--- config.mk ---
export PLATFORM = sky130hd
export DESIGN_NAME = gcn_weight_top
export DESIGN_NICKNAME = d
export VERILOG_FILES = /design/src/rtl/gcn_pkg.sv /design/src/rtl/lane_buffer.sv /design/src/rtl/weight_ctrl.sv /design/src/rtl/vertex_mac.sv /design/src/rtl/result_bank.sv /design/src/rtl/gcn_weight_top.sv
export VERILOG_INCLUDE_DIRS = /design/src /design/src/rtl
export SDC_FILE = /design/constraint.sdc
export NUM_CORES = 1
export LEC_CHECK = 0
export CAP_MARGIN = 20
export CORE_ASPECT_RATIO = 2
export CORE_MARGIN = 2
export CORE_UTILIZATION = 60
export DETAILED_ROUTE_END_ITERATION = 10
export DONT_BUFFER_PORTS = 1
export GPL_ROUTABILITY_DRIVEN = 0
export PLACE_DENSITY_LB_ADDON = 0.2
export SLEW_MARGIN = 0
export SYNTH_ARGS = -nofsm -noshare
export SYNTH_HDL_FRONTEND = slang
export SYNTH_SLANG_ARGS = --single-unit
--- constraint.sdc ---
create_clock -name clk -period 9.7 [get_ports clk]
set_clock_uncertainty 0.15 [all_clocks]
set_input_delay 2.425 -clock clk [delete_from_list [all_inputs] [get_ports clk]]
set_output_delay 2.425 -clock clk [all_outputs]
set_load 0.02 [all_outputs]
--- src/rtl/gcn_macros.svh ---
`ifndef GCN_MACROS_SVH
`define GCN_MACROS_SVH

// Feature elements handled per chunk (one PE)
`define MULT_PER_PE 4

// Longest feature vector held in the feature buffer
`define MAX_FV_NUM 32

// Most weight layers held in the weight buffer
`define MAX_NUM_WEIGHT_LAYER 4

// Datapath widths
`define FEATURE_W 8
`define ACC_W 16

// Write address covers the larger of the two scratch memories
`define WR_ADDR_W $clog2(`MAX_FV_NUM * `MAX_NUM_WEIGHT_LAYER)

`endif

--- src/rtl/gcn_pkg.sv ---
`include "gcn_macros.svh"

package gcn_pkg;

    // Ternary code: 0 zero, 1 plus one, 2 minus one, 3 zero
    typedef logic [1:0] weight_t;

    typedef logic signed [`FEATURE_W-1:0] feature_t;

    typedef logic signed [`ACC_W-1:0] acc_t;

    typedef logic [$clog2(`MAX_NUM_WEIGHT_LAYER)-1:0] layer_idx_t;

    // One bit wider so that a full-length vector count fits
    typedef logic [$clog2(`MAX_FV_NUM):0] fv_idx_t;

    // One chunk read request, with the stream markers
    typedef struct packed {
        logic       valid;
        layer_idx_t layer;
        fv_idx_t    fv_base;
        logic       sos;     // first chunk of the run
        logic       change;  // last chunk of a layer
        logic       eos;     // last chunk of the run
    } chunk_issue_t;

    // Finished dot product for one layer
    typedef struct packed {
        logic       valid;
        layer_idx_t layer;
        acc_t       value;
        logic       eos;
    } layer_result_t;

endpackage

--- src/rtl/lane_buffer.sv ---
`include "gcn_macros.svh"

module lane_buffer #(
    parameter type word_t = logic,
    parameter int DEPTH = `MAX_FV_NUM
) (
    input  logic                          clk,
    input  logic                          reset,
    input  logic                          wr_en,
    input  logic [`WR_ADDR_W-1:0]         wr_addr,
    input  word_t                         wr_data,
    input  gcn_pkg::chunk_issue_t         issue,
    output word_t [`MULT_PER_PE-1:0]      lanes,
    output gcn_pkg::chunk_issue_t         issue_q
);
    import gcn_pkg::*;

    localparam int AW = $clog2(DEPTH);

    word_t mem [DEPTH];

    logic [`WR_ADDR_W-1:0] full_addr;
    logic [AW-1:0]         rd_addr;

    // Layer-major address; the feature buffer keeps only the fv_base bits
    assign full_addr = {issue.layer, issue.fv_base[$clog2(`MAX_FV_NUM)-1:0]};
    assign rd_addr   = full_addr[AW-1:0];

    always_ff @(posedge clk) begin
        if (wr_en) begin
            mem[wr_addr[AW-1:0]] <= wr_data;
        end
    end

    // Chunk never crosses a row since num_fv is a multiple of MULT_PER_PE
    always_ff @(posedge clk) begin
        for (int i = 0; i < `MULT_PER_PE; i++) begin
            lanes[i] <= mem[rd_addr + AW'(i)];
        end
    end

    // Markers travel alongside the lane data
    always_ff @(posedge clk) begin
        if (reset) begin
            issue_q <= '0;
        end else begin
            issue_q <= issue;
        end
    end

    a_wr_in_range: assert property (@(posedge clk) disable iff (reset)
        wr_en |-> (wr_addr < DEPTH));

    // Host writes must not overlap a run
    a_no_wr_in_run: assert property (@(posedge clk) disable iff (reset)
        issue.valid |-> !wr_en);

endmodule

--- src/rtl/weight_ctrl.sv ---
`include "gcn_macros.svh"

module weight_ctrl (
    input  logic                   clk,
    input  logic                   reset,
    input  logic                   fire,
    input  gcn_pkg::layer_idx_t    num_layer_m1,
    input  gcn_pkg::fv_idx_t       num_fv,
    output gcn_pkg::chunk_issue_t  issue,
    output logic                   idle
);
    import gcn_pkg::*;

    typedef enum logic {
        IDLE,
        WORK
    } state_t;

    state_t     state;
    layer_idx_t layer;
    fv_idx_t    fv_base;
    fv_idx_t    fv_next;

    // Run shape, captured when fire is accepted
    layer_idx_t num_layer_q;
    fv_idx_t    num_fv_q;

    logic last_chunk;
    logic last_layer;

    assign fv_next    = fv_base + fv_idx_t'(`MULT_PER_PE);
    assign last_chunk = (fv_next == num_fv_q);
    assign last_layer = (layer == num_layer_q);

    // One chunk request per WORK cycle
    always_comb begin
        issue = '0;
        if (state == WORK) begin
            issue.valid   = 1'b1;
            issue.layer   = layer;
            issue.fv_base = fv_base;
            issue.sos     = (layer == '0) && (fv_base == '0);
            issue.change  = last_chunk;
            issue.eos     = last_chunk && last_layer;
        end
    end

    always_ff @(posedge clk) begin
        if (state == IDLE && fire) begin
            num_layer_q <= num_layer_m1;
            num_fv_q    <= num_fv;
        end
    end

    always_ff @(posedge clk) begin
        if (reset) begin
            state   <= IDLE;
            layer   <= '0;
            fv_base <= '0;
            idle    <= 1'b0;
        end else begin
            idle <= (state == IDLE) && !fire;
            case (state)
                IDLE: begin
                    if (fire) begin
                        state   <= WORK;
                        layer   <= '0;
                        fv_base <= '0;
                    end
                end
                WORK: begin
                    if (last_chunk) begin
                        fv_base <= '0;
                        if (last_layer) begin
                            state <= IDLE;
                            layer <= '0;
                        end else begin
                            layer <= layer + 1'b1;
                        end
                    end else begin
                        fv_base <= fv_next;
                    end
                end
                default: state <= IDLE;
            endcase
        end
    end

    a_fv_shape: assert property (@(posedge clk) disable iff (reset)
        (state == IDLE && fire) |->
            (num_fv != '0 && (num_fv % `MULT_PER_PE) == 0));

endmodule

--- src/rtl/vertex_mac.sv ---
`include "gcn_macros.svh"

module vertex_mac (
    input  logic                                   clk,
    input  logic                                   reset,
    input  gcn_pkg::weight_t [`MULT_PER_PE-1:0]    weight_lanes,
    input  gcn_pkg::feature_t [`MULT_PER_PE-1:0]   feature_lanes,
    input  gcn_pkg::chunk_issue_t                  issue_q,
    output gcn_pkg::layer_result_t                 result
);
    import gcn_pkg::*;

    acc_t lane_sum;
    acc_t acc;          // sum of earlier chunks in this layer
    acc_t chunk_total;

    // Ternary multiply folded into an add, subtract or skip
    always_comb begin
        lane_sum = '0;
        for (int i = 0; i < `MULT_PER_PE; i++) begin
            case (weight_lanes[i])
                2'd1: lane_sum = lane_sum + acc_t'(feature_lanes[i]);
                2'd2: lane_sum = lane_sum - acc_t'(feature_lanes[i]);
                default: lane_sum = lane_sum;
            endcase
        end
    end

    // First chunk of a run never picks up a stale sum
    assign chunk_total = (issue_q.sos ? acc_t'(0) : acc) + lane_sum;

    always_ff @(posedge clk) begin
        if (reset) begin
            acc    <= '0;
            result <= '0;
        end else begin
            result <= '0;
            if (issue_q.valid) begin
                // Restart after each finished layer
                acc <= issue_q.change ? acc_t'(0) : chunk_total;
                if (issue_q.change) begin
                    result.valid <= 1'b1;
                    result.layer <= issue_q.layer;
                    result.value <= chunk_total;
                    result.eos   <= issue_q.eos;
                end
            end
        end
    end

    a_eos_on_change: assert property (@(posedge clk) disable iff (reset)
        (issue_q.valid && issue_q.eos) |-> issue_q.change);

endmodule

--- src/rtl/result_bank.sv ---
`include "gcn_macros.svh"

module result_bank (
    input  logic                    clk,
    input  logic                    reset,
    input  gcn_pkg::layer_result_t  result,
    input  gcn_pkg::layer_idx_t     rd_layer,
    output gcn_pkg::acc_t           rd_result,
    output logic                    done
);
    import gcn_pkg::*;

    // One entry per weight layer
    acc_t bank [`MAX_NUM_WEIGHT_LAYER];

    always_ff @(posedge clk) begin
        if (result.valid) begin
            bank[result.layer] <= result.value;
        end
    end

    // Registered read port for the host
    always_ff @(posedge clk) begin
        rd_result <= bank[rd_layer];
    end

    // Single-cycle pulse as the last layer lands
    always_ff @(posedge clk) begin
        if (reset) begin
            done <= 1'b0;
        end else begin
            done <= result.valid && result.eos;
        end
    end

endmodule

--- src/rtl/gcn_weight_top.sv ---
`include "gcn_macros.svh"

module gcn_weight_top (
    input  logic                    clk,
    input  logic                    reset,
    input  logic                    fire,
    input  gcn_pkg::layer_idx_t     num_layer_m1,
    input  gcn_pkg::fv_idx_t        num_fv,
    input  logic                    wr_weight_en,
    input  logic                    wr_feature_en,
    input  logic [`WR_ADDR_W-1:0]   wr_addr,
    input  logic [`FEATURE_W-1:0]   wr_data,
    input  gcn_pkg::layer_idx_t     rd_layer,
    output gcn_pkg::acc_t           rd_result,
    output logic                    idle,
    output logic                    done
);
    import gcn_pkg::*;

    chunk_issue_t                   issue;
    chunk_issue_t                   issue_q;
    weight_t [`MULT_PER_PE-1:0]     weight_lanes;
    feature_t [`MULT_PER_PE-1:0]    feature_lanes;
    layer_result_t                  result;

    weight_ctrl u_weight_ctrl (
        .clk          (clk),
        .reset        (reset),
        .fire         (fire),
        .num_layer_m1 (num_layer_m1),
        .num_fv       (num_fv),
        .issue        (issue),
        .idle         (idle)
    );

    // Weight rows laid out layer by layer
    lane_buffer #(
        .word_t (weight_t),
        .DEPTH  (`MAX_FV_NUM * `MAX_NUM_WEIGHT_LAYER)
    ) u_weight_buf (
        .clk     (clk),
        .reset   (reset),
        .wr_en   (wr_weight_en),
        .wr_addr (wr_addr),
        .wr_data (weight_t'(wr_data[1:0])),
        .issue   (issue),
        .lanes   (weight_lanes),
        .issue_q (issue_q)
    );

    // Markers come from the weight side; both buffers share one timing
    lane_buffer #(
        .word_t (feature_t),
        .DEPTH  (`MAX_FV_NUM)
    ) u_feature_buf (
        .clk     (clk),
        .reset   (reset),
        .wr_en   (wr_feature_en),
        .wr_addr (wr_addr),
        .wr_data (feature_t'(wr_data)),
        .issue   (issue),
        .lanes   (feature_lanes),
        .issue_q ()
    );

    vertex_mac u_vertex_mac (
        .clk           (clk),
        .reset         (reset),
        .weight_lanes  (weight_lanes),
        .feature_lanes (feature_lanes),
        .issue_q       (issue_q),
        .result        (result)
    );

    result_bank u_result_bank (
        .clk       (clk),
        .reset     (reset),
        .result    (result),
        .rd_layer  (rd_layer),
        .rd_result (rd_result),
        .done      (done)
    );

endmodule

Word level (Yosys, flattened, before mapping)
Memories as Yosys holds them, arrays and structs flattened. A register that Yosys moved wholly into a read port is not among the register bits. Cells that the tools add are included.

Reductions and logical operators: 12. Add/subtract/negate cells: 16. Bitwise gates (word level): 3. Equality and inequality tests: 12. Multiplexer cells: 25.

Operators by type and width (number): one-hot mux 16 bit (2 select lines) (4); adder 16 x 8 -> 16 bit (3); subtractor 16 x 8 -> 16 bit (3); two-way mux 16 bit (2); two-way mux 20 bit (1); adder 16 bit (1); adder 7 x 2 -> 7 bit (second input constant) (2); two-way mux 12 bit (1); two-way mux 6 bit (2); one-hot mux 6 bit (2 select lines) (1); adder 5 x 2 -> 5 bit (second input constant) (2); two-way mux 1 bit (9); subtractor 1 x 8 -> 9 bit (first input constant) (1); == test 2 x 1 -> 1 bit (second input constant) (4); == test 2 bit (second input constant) (4); adder 7 x 1 -> 7 bit (second input constant) (1); adder 6 x 3 -> 6 bit (second input constant) (1); == test 6 bit (1); zero test 6 bit (1); two-way mux 2 bit (3); adder 5 x 1 -> 5 bit (second input constant) (1); logical AND 1 bit (5); != test 2 bit (second input constant) (2); one-hot mux 2 bit (2 select lines) (1); 9 further kinds (12).

Bits in writable memories: 576. Memories: 3. Word-level logic and storage cells: 88. Bits in registers: 61. Bits of input ports: 30.

Memory list: u_feature_buf.mem (words 32, width 8, read ports 4, clocked after memory_dff 4, wr ports 1, RTL line lane_buffer.sv:20) `word_t mem [DEPTH];`; u_weight_buf.mem (words 128, width 2, read ports 4, clocked after memory_dff 4, wr ports 1, RTL line lane_buffer.sv:20); u_result_bank.bank (words 4, width 16, read ports 1, clocked after memory_dff 1, wr ports 1, RTL line result_bank.sv:14) `` acc_t bank [`MAX_NUM_WEIGHT_LAYER]; ``.

Longest topological paths before layout
Gate-level depths: netlist (run 1).

Depth in word-level cells: 10. Depth in mapped cells: 42. Depth with buffers taken out: 41.

Cells and area by module
A second synthesis (run 1) with hierarchy kept.

Cells, all modules: 3340. Area, all modules: 44259.9 um^2.

Modules (own cells, without submodules): lane_buffer at u_weight_buf (seq. area each 8087.8 um^2, cells an instance 1348, times used 1, area each 17750.8 um^2); lane_buffer at u_feature_buf (seq. area each 8568.2 um^2, cells an instance 1011, times used 1, area each 17082.6 um^2); vertex_mac (seq. area each 720.7 um^2, cells an instance 801, times used 1, area each 5885.6 um^2); result_bank (seq. area each 2262.2 um^2, cells an instance 106, times used 1, area each 2726.4 um^2); weight_ctrl (seq. area each 400.4 um^2, cells an instance 74, times used 1, area each 814.5 um^2).

Worst setup path before layout (run 1)
Ideal clock, no wire load.

Path type: flip-flop to flip-flop. Start: reg u_weight_buf.lanes[0] (netlist bit), read port of u_weight_buf.mem. End: reg u_vertex_mac.acc[15]. Required time: 9.421 ns. Period minus slack after synthesis: 7.536 ns. Buffers on the path: 1. Stages on the path, launching flop included: 40. Arrival: 7.258 ns. Slack: 2.164 ns. Path through: dfxtp_1 > inv_1 > ha_1 > clkbuf_1 > or3_1 > ha_1 > fa_1 > nor2_1 > a21oi_1 > inv_1 > ha_1 > nor2b_1 > o21ai_0 > a21boi_0 > o21ai_0 > nand2b_1 > xnor2_1 > o21ai_0 > [... 4 more ...] > nand3_1 > nand2_1 > a21o_1 > a21oi_1 > xor2_1 > o21ai_0 > ha_1 > or2_2 > a21oi_1 > a21oi_1 > a31oi_1 > xnor2_1 > xnor2_1 > or4b_1 > o221a_1 > nand3_1 > xnor2_1 > o32ai_1.

Cells in the longest elaborated chain, start to end: 10.

RTL lines: from (decl) (RTL line lane_buffer.sv:13) `` output word_t [`MULT_PER_PE-1:0] lanes, ``; == test 2 bit / == test 2 x 1 -> 1 bit (equally long branches) (RTL line vertex_mac.sv:21) `case (weight_lanes[i])`; one-hot mux 16 bit (2 select lines) (*) (RTL line vertex_mac.sv:21); subtractor 16 x 8 -> 16 bit / adder 16 x 8 -> 16 bit (equally long branches) (RTL line vertex_mac.sv:23, vertex_mac.sv:22); one-hot mux 16 bit (2 select lines) (*) (RTL line vertex_mac.sv:21); subtractor 16 x 8 -> 16 bit / adder 16 x 8 -> 16 bit (equally long branches) (RTL line vertex_mac.sv:23, vertex_mac.sv:22); one-hot mux 16 bit (2 select lines) (*) (RTL line vertex_mac.sv:21); subtractor 16 x 8 -> 16 bit / adder 16 x 8 -> 16 bit (equally long branches) (RTL line vertex_mac.sv:23, vertex_mac.sv:22); one-hot mux 16 bit (2 select lines) (*) (RTL line vertex_mac.sv:21); adder 16 bit (*) (RTL line vertex_mac.sv:30) `assign chunk_total = (issue_q.sos ? acc_t'(0) : acc) + lane_sum;`; two-way mux 16 bit (*) (RTL line vertex_mac.sv:40) `acc <= issue_q.change ? acc_t'(0) : chunk_total;`; to (signal assigned) (RTL line vertex_mac.sv:40); to (decl) (RTL line vertex_mac.sv:14) `acc_t acc;`.

Mark *: on every way between the ends. The rest lies on a longest branch, timed or not. A chain may end at the register's enable or synchronous reset.

Worst setup path after layout (run 1)
Start: reg u_feature_buf.lanes[2] (netlist bit), read port of u_feature_buf.mem. End: reg u_vertex_mac.acc[15].

Cells in the longest elaborated chain, start to end: 10.

RTL lines: from (decl) (RTL line lane_buffer.sv:13); subtractor 1 x 8 -> 9 bit (RTL line vertex_mac.sv:23) `2'd2: lane_sum = lane_sum - acc_t'(feature_lanes[i]);`; one-hot mux 16 bit (2 select lines) (*) (RTL line vertex_mac.sv:21); subtractor 16 x 8 -> 16 bit / adder 16 x 8 -> 16 bit (equally long branches) (RTL line vertex_mac.sv:23, vertex_mac.sv:22); one-hot mux 16 bit (2 select lines) (*) (RTL line vertex_mac.sv:21); subtractor 16 x 8 -> 16 bit / adder 16 x 8 -> 16 bit (equally long branches) (RTL line vertex_mac.sv:23, vertex_mac.sv:22); one-hot mux 16 bit (2 select lines) (*) (RTL line vertex_mac.sv:21); subtractor 16 x 8 -> 16 bit / adder 16 x 8 -> 16 bit (equally long branches) (RTL line vertex_mac.sv:23, vertex_mac.sv:22); one-hot mux 16 bit (2 select lines) (*) (RTL line vertex_mac.sv:21); adder 16 bit (*) (RTL line vertex_mac.sv:30); two-way mux 16 bit (*) (RTL line vertex_mac.sv:40).

Marks and branches as above.

==> impl_results.md, run 1 <==
* Postcts setup bufs at 0
* Mapped Area at 30,400 um^2
* Initial antenna violation count at 0
* Final setup viols at 0
* Core Region at 50,100 um^2
* CP peak stage delay at 0.63 ns
* DPL Wire Length at 47,300 um
* Final Non-Filler Cells at roughly 2.8k
* Minimum hold slack at 0.279 ns
* Synth async-reset ratio at 0
* Fmax achieved at 117 MHz
* Drt first pass iters at 5
* Initial core utilization at 0.608
* Die area at 52,700 um^2
* Min Clock Period, post-route at 8.52 ns
* Largest fanout on the critical path at 18
* #FFs+latches synth at about 700
* Number of placement rows at 116
* Clock sink total at 691
* Share of layout cells above drive strength 1 at 0.131
* Clk slew on worst S/H paths at 0.07 ns
* Slowest-stage cell, CP: clkinv_1
* CP arrival at between 8 and 9 ns
* Post-placement cell area at 31,000 um^2
* Max Slew Vio Count at 0
* Leakage at roughly 11 nW
* Largest cells by area after synthesis: edfxtp_1 58%, mux4_2 7.7%, dfxtp_1 7.0%
* Utilization after layout at 0.660
* Mean Syn Cell Area at 14.3 um^2
* Ys Warns at 0
* TritonCTS clock tree: built
* Iteration-0 DRC Markers at roughly 1.3k
* Pwr per Cell Area at 191 nW/um^2
* Critical Path RT at 10.05 ns
* Skew-Pair Late Insertion Delay at 0.65 ns
* Sequential fraction of the synthesis area at 0.647
* Cts hold-fix bufs at 0
* Ys flop type: edfxtp_1
* Pwr Total at 6.30 mW
* R2R setup slack at roughly 1.2 ns
* WL/cell at 24.7 um
* Post-route cell area at ~33,000 um^2
* Buffer depth of the longest clock path at 3
* Synth Instances at 2,130
* Area grow syn2layout at 8.51%
* Critical Path Start Type: register
* Rel. slew slack at 0.253
* First-pass GRT wire length at 105,000 um
* Distinct cell type count after synthesis at 87
* Class of the worst hold path: register to register
* GRT Total Usage at 0.269
* PostCTS Resize Cnt at 0
* Die H at 323 um
* Crit Path Category: register to register
* Syn_nets at 2,234
* Number of synthesized flops with an enable pin at ~580
* CTS root buffer: clkbuf_16
* Vias in the first global route at 18.8k
* Crit path capture type: register
* Antenna cells at 0
* WL final at about 70,000 um
* Outcome: complete, no violations
* DRT antenna net count at 0
* Port bufs at 0
* Top Ports at 48
* Setup TNS at 0 ns
* Sequential cell area at 19,700 um^2
* Clock buffer count from CTS at 56
* Max_cap viols at 0
* Largest net degree at the start of global routing at 161
* Fin crit share at 0.879
* DP Worst Slack at around 1.2 ns
* Number of remaining DRC errors at 0
* Peak VDD IR at ~0.22 mV
* Vias per cell at roughly 6.4
* Grt total ovfl at 0
* H-Tree Depth at 2
* Leading area contributor after synthesis: edfxtp_1
* Final Hold Viols at 0
* DP Cell Count at 2,694
* Synth top area share at 0.576
* Most frequent CP cell: a21oi_1
* Vias at 17.8k
* Post-route setup slack at roughly 1.2 ns
* RSZ-0062 raised after global routing: no
* Final nets at around 2.2k
* FF-to-FF path depth at 32
* Fill cells at 3,501
* Multi-input logic area at 10,200 um^2
* Worst Hold Depth at 1
* Worst slew pin tran at 1.12 ns
* Die Wd at 163 um
metal layers:
metal,GRT usage,up-vias,routed length (um)
met5,0,-,0
met4,0.184,0,5170
met3,0.0359,220,3010
met2,0.513,561,38900
met1,0.261,8945,22100
li1,-,8099,-
final cells by class:
cell class | count | share of cell area
Clock buffer | 72 | 0.0461
Clock inverter | 33 | 0.0138
Inverter | 56 | 0.00637
Multi-Input combinational cell | 1276 | 0.308
Sequential cell | 691 | 0.596
Tap cell | 649 | 0.0246
Timing Repair Buffer | 24 | 0.00538
synthesized netlist by cell type, types with 18 or more instances:
cell,count
inv_1,54
dfxtp_1,107
edfxtp_1,584
mux2_2,27
mux4_2,104
xor2_1,19
a21oi_1,59
o31ai_1,35
nor2b_1,35
mux2i_1,73
and2_1,18
xnor2_1,48
nor2_1,251
nor3_1,43
a21o_1,19
a221oi_1,50
nand3_1,25
o22ai_1,36
nand2b_1,24
clkbuf_1,87
nand2_1,121
ha_1,70
buf_1,18
o21ai_0,56
placed cells by master (no fill, tap or decap), types with 10 or more instances in the layout:
cell type  netlist  routed
or3_1           11      11
clkbuf_16        0      56
dfxtp_1        107     105
nand2b_1        24      24
o31ai_1         35      35
ha_1            70      70
xnor2_1         48      48
edfxtp_1       584     584
o21ai_0         56      56
nand3_1         25      25
a21boi_0        10      10
o22ai_1         36      36
xor2_1          19      19
nor3_1          43      42
mux4_2         104     104
nand2_1        121     118
clkinv_2         0      11
a21oi_1         59      59
inv_1           54      54
nor2b_1         35      35
mux2i_1         73      73
nor2_1         251     250
clkbuf_1        87      10
a221oi_1        50      50
buf_4            1      22
and2_1          18      18
mux2_2          27      27
a21o_1          19      19
logic make-up after synthesis:
group | synth area share
flops | 0.647
simple gates | 0.0869
compound gates | 0.0802
mux | 0.111
buf+inv | 0.0205
fa+ha+maj | 0.0329
xor+xnor | 0.0220
worst max-delay path: cells and delay by family, from the launching register on:
family | cells | cell delay, ns
flip-flops | 1 | 0.38
AND/OR/NAND/NOR | 6 | 1.40
adder cells (fa/ha/maj) | 4 | 1.70
AO/OA/AOI/OAI | 17 | 3.36
buffers and inverters | 1 | 0.63
XOR/XNOR | 3 | 0.53
multiplexers | 1 | 0.23
registers in the layout, indices dropped and copies added (netlist names):
signal                     count
u_vertex_mac.result           20
u_vertex_mac.acc              16
u_weight_ctrl.layer            2
u_weight_ctrl.idle             1
u_feature_buf.lanes           32
u_weight_ctrl.num_fv_q         6
u_feature_buf.mem            256
u_weight_buf.lanes             8
u_weight_buf.issue_q           6
u_result_bank.rd_result       16
u_result_bank.bank            64
u_weight_buf.mem             256
u_weight_ctrl.fv_base          4
u_weight_ctrl.state            1
u_result_bank.done             1
u_weight_ctrl.num_layer_q      2
final timing paths:
path	start	endpoint
max reg2reg	u_feature_buf.lanes[2]	u_vertex_mac.acc[15]
min	u_weight_buf.issue_q[0]	u_vertex_mac.result[0]
min reg2reg	u_weight_buf.issue_q[0]	u_vertex_mac.result[0]
max	u_feature_buf.lanes[2]	u_vertex_mac.acc[15]
report_power, final:
part	internal [mW]	switching, mW
Combinational	0.270	0.368
Sequential	3.25	0.0327
Clock	1.34	1.05
Power figures use the tool's default switching activity.
==> run 2: changes to the inputs <==
- ABC_AREA: not set -> 1
- MAX_ROUTING_LAYER: not set -> met4
- clock period: 9.7 -> 8.1 ns (I/O delays scaled with it)
==> impl_results.md, run 2 <==
* RR Startpoint: u_weight_buf.lanes[0] (was u_feature_buf.lanes[2])
* CP peak stage delay at 0.47 ns (was 0.63 ns)
* Max Slew Vio Count at 0 (unchanged)
* #FFs+latches synth at 691 (unchanged)
* Critical Path Start Type: register (unchanged)
* Rel. slew slack at 0.308 (was 0.253)
* Outcome: complete, no violations (unchanged)
* WL/cell at 21.4 um (was 24.7 um)
* Ys Warns at 0 (unchanged)
* Worst slew pin tran at 1.04 ns (was 1.12 ns)
* Number of synthesized flops with an enable pin at 584 (unchanged)
* Post-placement cell area at 30,800 um^2 (was 31,000 um^2)
* Leading area contributor after synthesis: edfxtp_1 (unchanged)
* Ys flop type: edfxtp_1 (unchanged)
* HP Start: u_weight_buf.issue_q[10] (was u_weight_buf.issue_q[0])
* Worst Hold Depth at 2 (was 1)
* Port bufs at 0 (unchanged)
* Most numerous cell in the Yosys netlist: edfxtp_1 (unchanged)
* Sequential cell area at 19,700 um^2 (about the same)
* Syn_nets at 2,873 (was 2,234)
* Fmax achieved at 134 MHz (was 117 MHz)
* Slowest-stage cell, CP: fa_1 (was clkinv_1)
* Distinct cell type count after synthesis at 51 (was 87)
* Clock sink total at 691 (unchanged)
* Vias at 20.7k (was 17.8k)
* Buffer depth of the longest clock path at 3 (unchanged)
* Die area at 52,400 um^2 (was 52,700 um^2)
* Cts hold-fix bufs at 0 (unchanged)
* Post-synth top cells: 584 x edfxtp_1, 468 x nor2_1, 369 x nand2_1 (was 584 x edfxtp_1, 251 x nor2_1, 121 x nand2_1)
* Leakage at 11.5 nW (was 11.1 nW)
* Number of remaining DRC errors at 0 (unchanged)
* DRT antenna net count at 0 (unchanged)
* Core Region at 49,900 um^2 (was 50,100 um^2)
* Clk slew on worst S/H paths at 0.07 ns (about the same)
* Vias in the first global route at 21.2k (was 18.8k)
* Synth async-reset ratio at 0 (unchanged)
* H-Tree Depth at 2 (unchanged)
* Clock buffer count from CTS at 57 (was 56)
* Most frequent CP cell: nand2_1 (was a21oi_1)
* Vias per cell at 6.08 (was 6.36)
* Antenna cells at 0 (unchanged)
* DPL Wire Length at 49,200 um (was 47,300 um)
* Grt total ovfl at 0 (unchanged)
* Met2 wire len at 41,100 um (was 38,900 um)
* Share of layout cells above drive strength 1 at 0.0640 (was 0.131)
* Final nets at 2,810 (was 2,209)
* Die H at 322 um (was 323 um)
* Most frequent cells in the layout: 584 x edfxtp_1, 467 x nor2_1, 367 x nand2_1 (was 584 x edfxtp_1, 250 x nor2_1, 118 x nand2_1)
* Top Layer Used: met4 (unchanged)
* CP arrival at 7.89 ns (was 8.88 ns)
* FF-to-FF path depth at 46 (was 32)
* Class of the worst hold path: register to register (unchanged)
* Crit path capture type: register (unchanged)
* Commonest non-fill, non-tap cell in the layout: edfxtp_1 (unchanged)
* Fill cells at 3,752 (was 3,501)
* Initial antenna violation count at 0 (unchanged)
* Largest cells by area after synthesis: edfxtp_1 58%, dfxtp_1 7.1%, nor2_1 5.8% (was edfxtp_1 58%, mux4_2 7.7%, dfxtp_1 7.0%)
* Largest fanout on the critical path at 6 (was 18)
* Postcts setup bufs at 0 (unchanged)
* Final setup viols at 0 (unchanged)
* Initial core utilization at 0.607 (was 0.608)
* Largest net degree at the start of global routing at 161 (unchanged)
* Number of placement rows at 116 (unchanged)
* CTS root buffer: clkbuf_16 (unchanged)
* Mean Syn Cell Area at 10.9 um^2 (was 14.3 um^2)
* WL final at 72,700 um (was 69,100 um)
* Synth Instances at 2,769 (was 2,130)
* Sequential fraction of the synthesis area at 0.649 (was 0.647)
* Utilization after layout at 0.651 (was 0.660)
* Peak VDD IR at 0.218 mV (was 0.219 mV)
* Pwr per Cell Area at 229 nW/um^2 (was 191 nW/um^2)
* PostCTS Resize Cnt at 0 (unchanged)
* Die Wd at 163 um (about the same)
* Drt first pass iters at 5 (unchanged)
* Post-route cell area at 32,500 um^2 (was 33,000 um^2)
* Skew-Pair Late Insertion Delay at 0.63 ns (was 0.65 ns)
* Multi-input logic area at 9390 um^2 (was 10,200 um^2)
* Mapped Area at 30,300 um^2 (was 30,400 um^2)
* Final Hold Viols at 0 (unchanged)
* Synth top area share at 0.579 (was 0.576)
* GRT Total Usage at 0.286 (was 0.269)
* Top Ports at 48 (unchanged)
* Crit Path Category: register to register (unchanged)
* Min Clock Period, post-route at 7.47 ns (was 8.52 ns)
* Critical Path RT at 8.51 ns (was 10.05 ns)
* Fin crit share at 0.923 (was 0.879)
* Area grow syn2layout at 7.32% (was 8.51%)
* Iteration-0 DRC Markers at 1,805 (was 1,344)
* CP startpoint: u_weight_buf.lanes[0] (was u_feature_buf.lanes[2])
* TritonCTS clock tree: built (unchanged)
* WL met3 at 3540 um (was 3010 um)
* Max_cap viols at 0 (unchanged)
* Routed length on met1 at 23,400 um (was 22,100 um)
* First-pass GRT wire length at 111,000 um (was 105,000 um)
-- run 2: metrics by stage --
stage                     TNS (ns)  power (mW)  setup WS, ns  hold slack [ns]  cells
after detailed placement         0        4.88         0.313            0.251   3296
after CTS                        0        7.46         0.281            0.261   3399
after global routing      -0.00834        7.71      -0.00834            0.269   3399
after floorplan                  0        4.66          1.31            0.244   2769
after global placement           0        4.85         0.533            0.248   3296
final                            0        7.45         0.626            0.260   3399
-- run 2: final cells by class --
cell class | instances | share of cell area
sequential | 691 | 0.605
multi-input combinational | 1738 | 0.289
clock buffer | 79 | 0.0483
tap | 649 | 0.0250
inverter | 203 | 0.0237
clock inverter | 24 | 0.00569
timing repair buffer | 15 | 0.00346
-- run 2: cell families (layout without fill, tap and decap cells) --
kind of cell | Yosys count | count (layout) | synth area share
flip-flops | 691 | 691 | 0.649
AND/OR/NAND/NOR | 1033 | 1033 | 0.143
buffers and inverters | 340 | 321 | 0.0424
AO/OA/AOI/OAI | 576 | 576 | 0.117
XOR/XNOR | 55 | 55 | 0.0161
adder cells (fa/ha/maj) | 74 | 74 | 0.0315
-- run 2: worst paths after layout --
path	slack (ns)	endpoint
worst min-delay path	0.26	u_vertex_mac.result[18]
worst max register to register	0.63	u_vertex_mac.acc[15]
worst min register to register	0.26	u_vertex_mac.result[18]
worst max-delay path	0.63	u_vertex_mac.acc[15]
-- run 2: power by group --
group | switching, mW | total [mW] | internal [mW]
clock network | 1.23 | 2.63 | 1.39
logic | 0.588 | 0.891 | 0.303
registers | 0.0329 | 3.93 | 3.89
-- run 2: critical path, delay by kind of cell, from the launching register on --
| kind | cells | cell delay (ns) |
|---|---|---|
| AOI/OAI and AO/OA | 16 | 2.42 |
| adders and majority gates | 6 | 2.01 |
| and+or+nand+nor | 18 | 1.75 |
| xor gates and xnor gates | 3 | 0.55 |
| DFF | 1 | 0.34 |
| buffers and inverters | 3 | 0.16 |
-- run 2: layer usage --
metal,vias up,GRT usage
met1,9989,0.266
met5,-,-
li1,9683,-
met2,723,0.543
met3,256,0.0366
met4,0,0.174
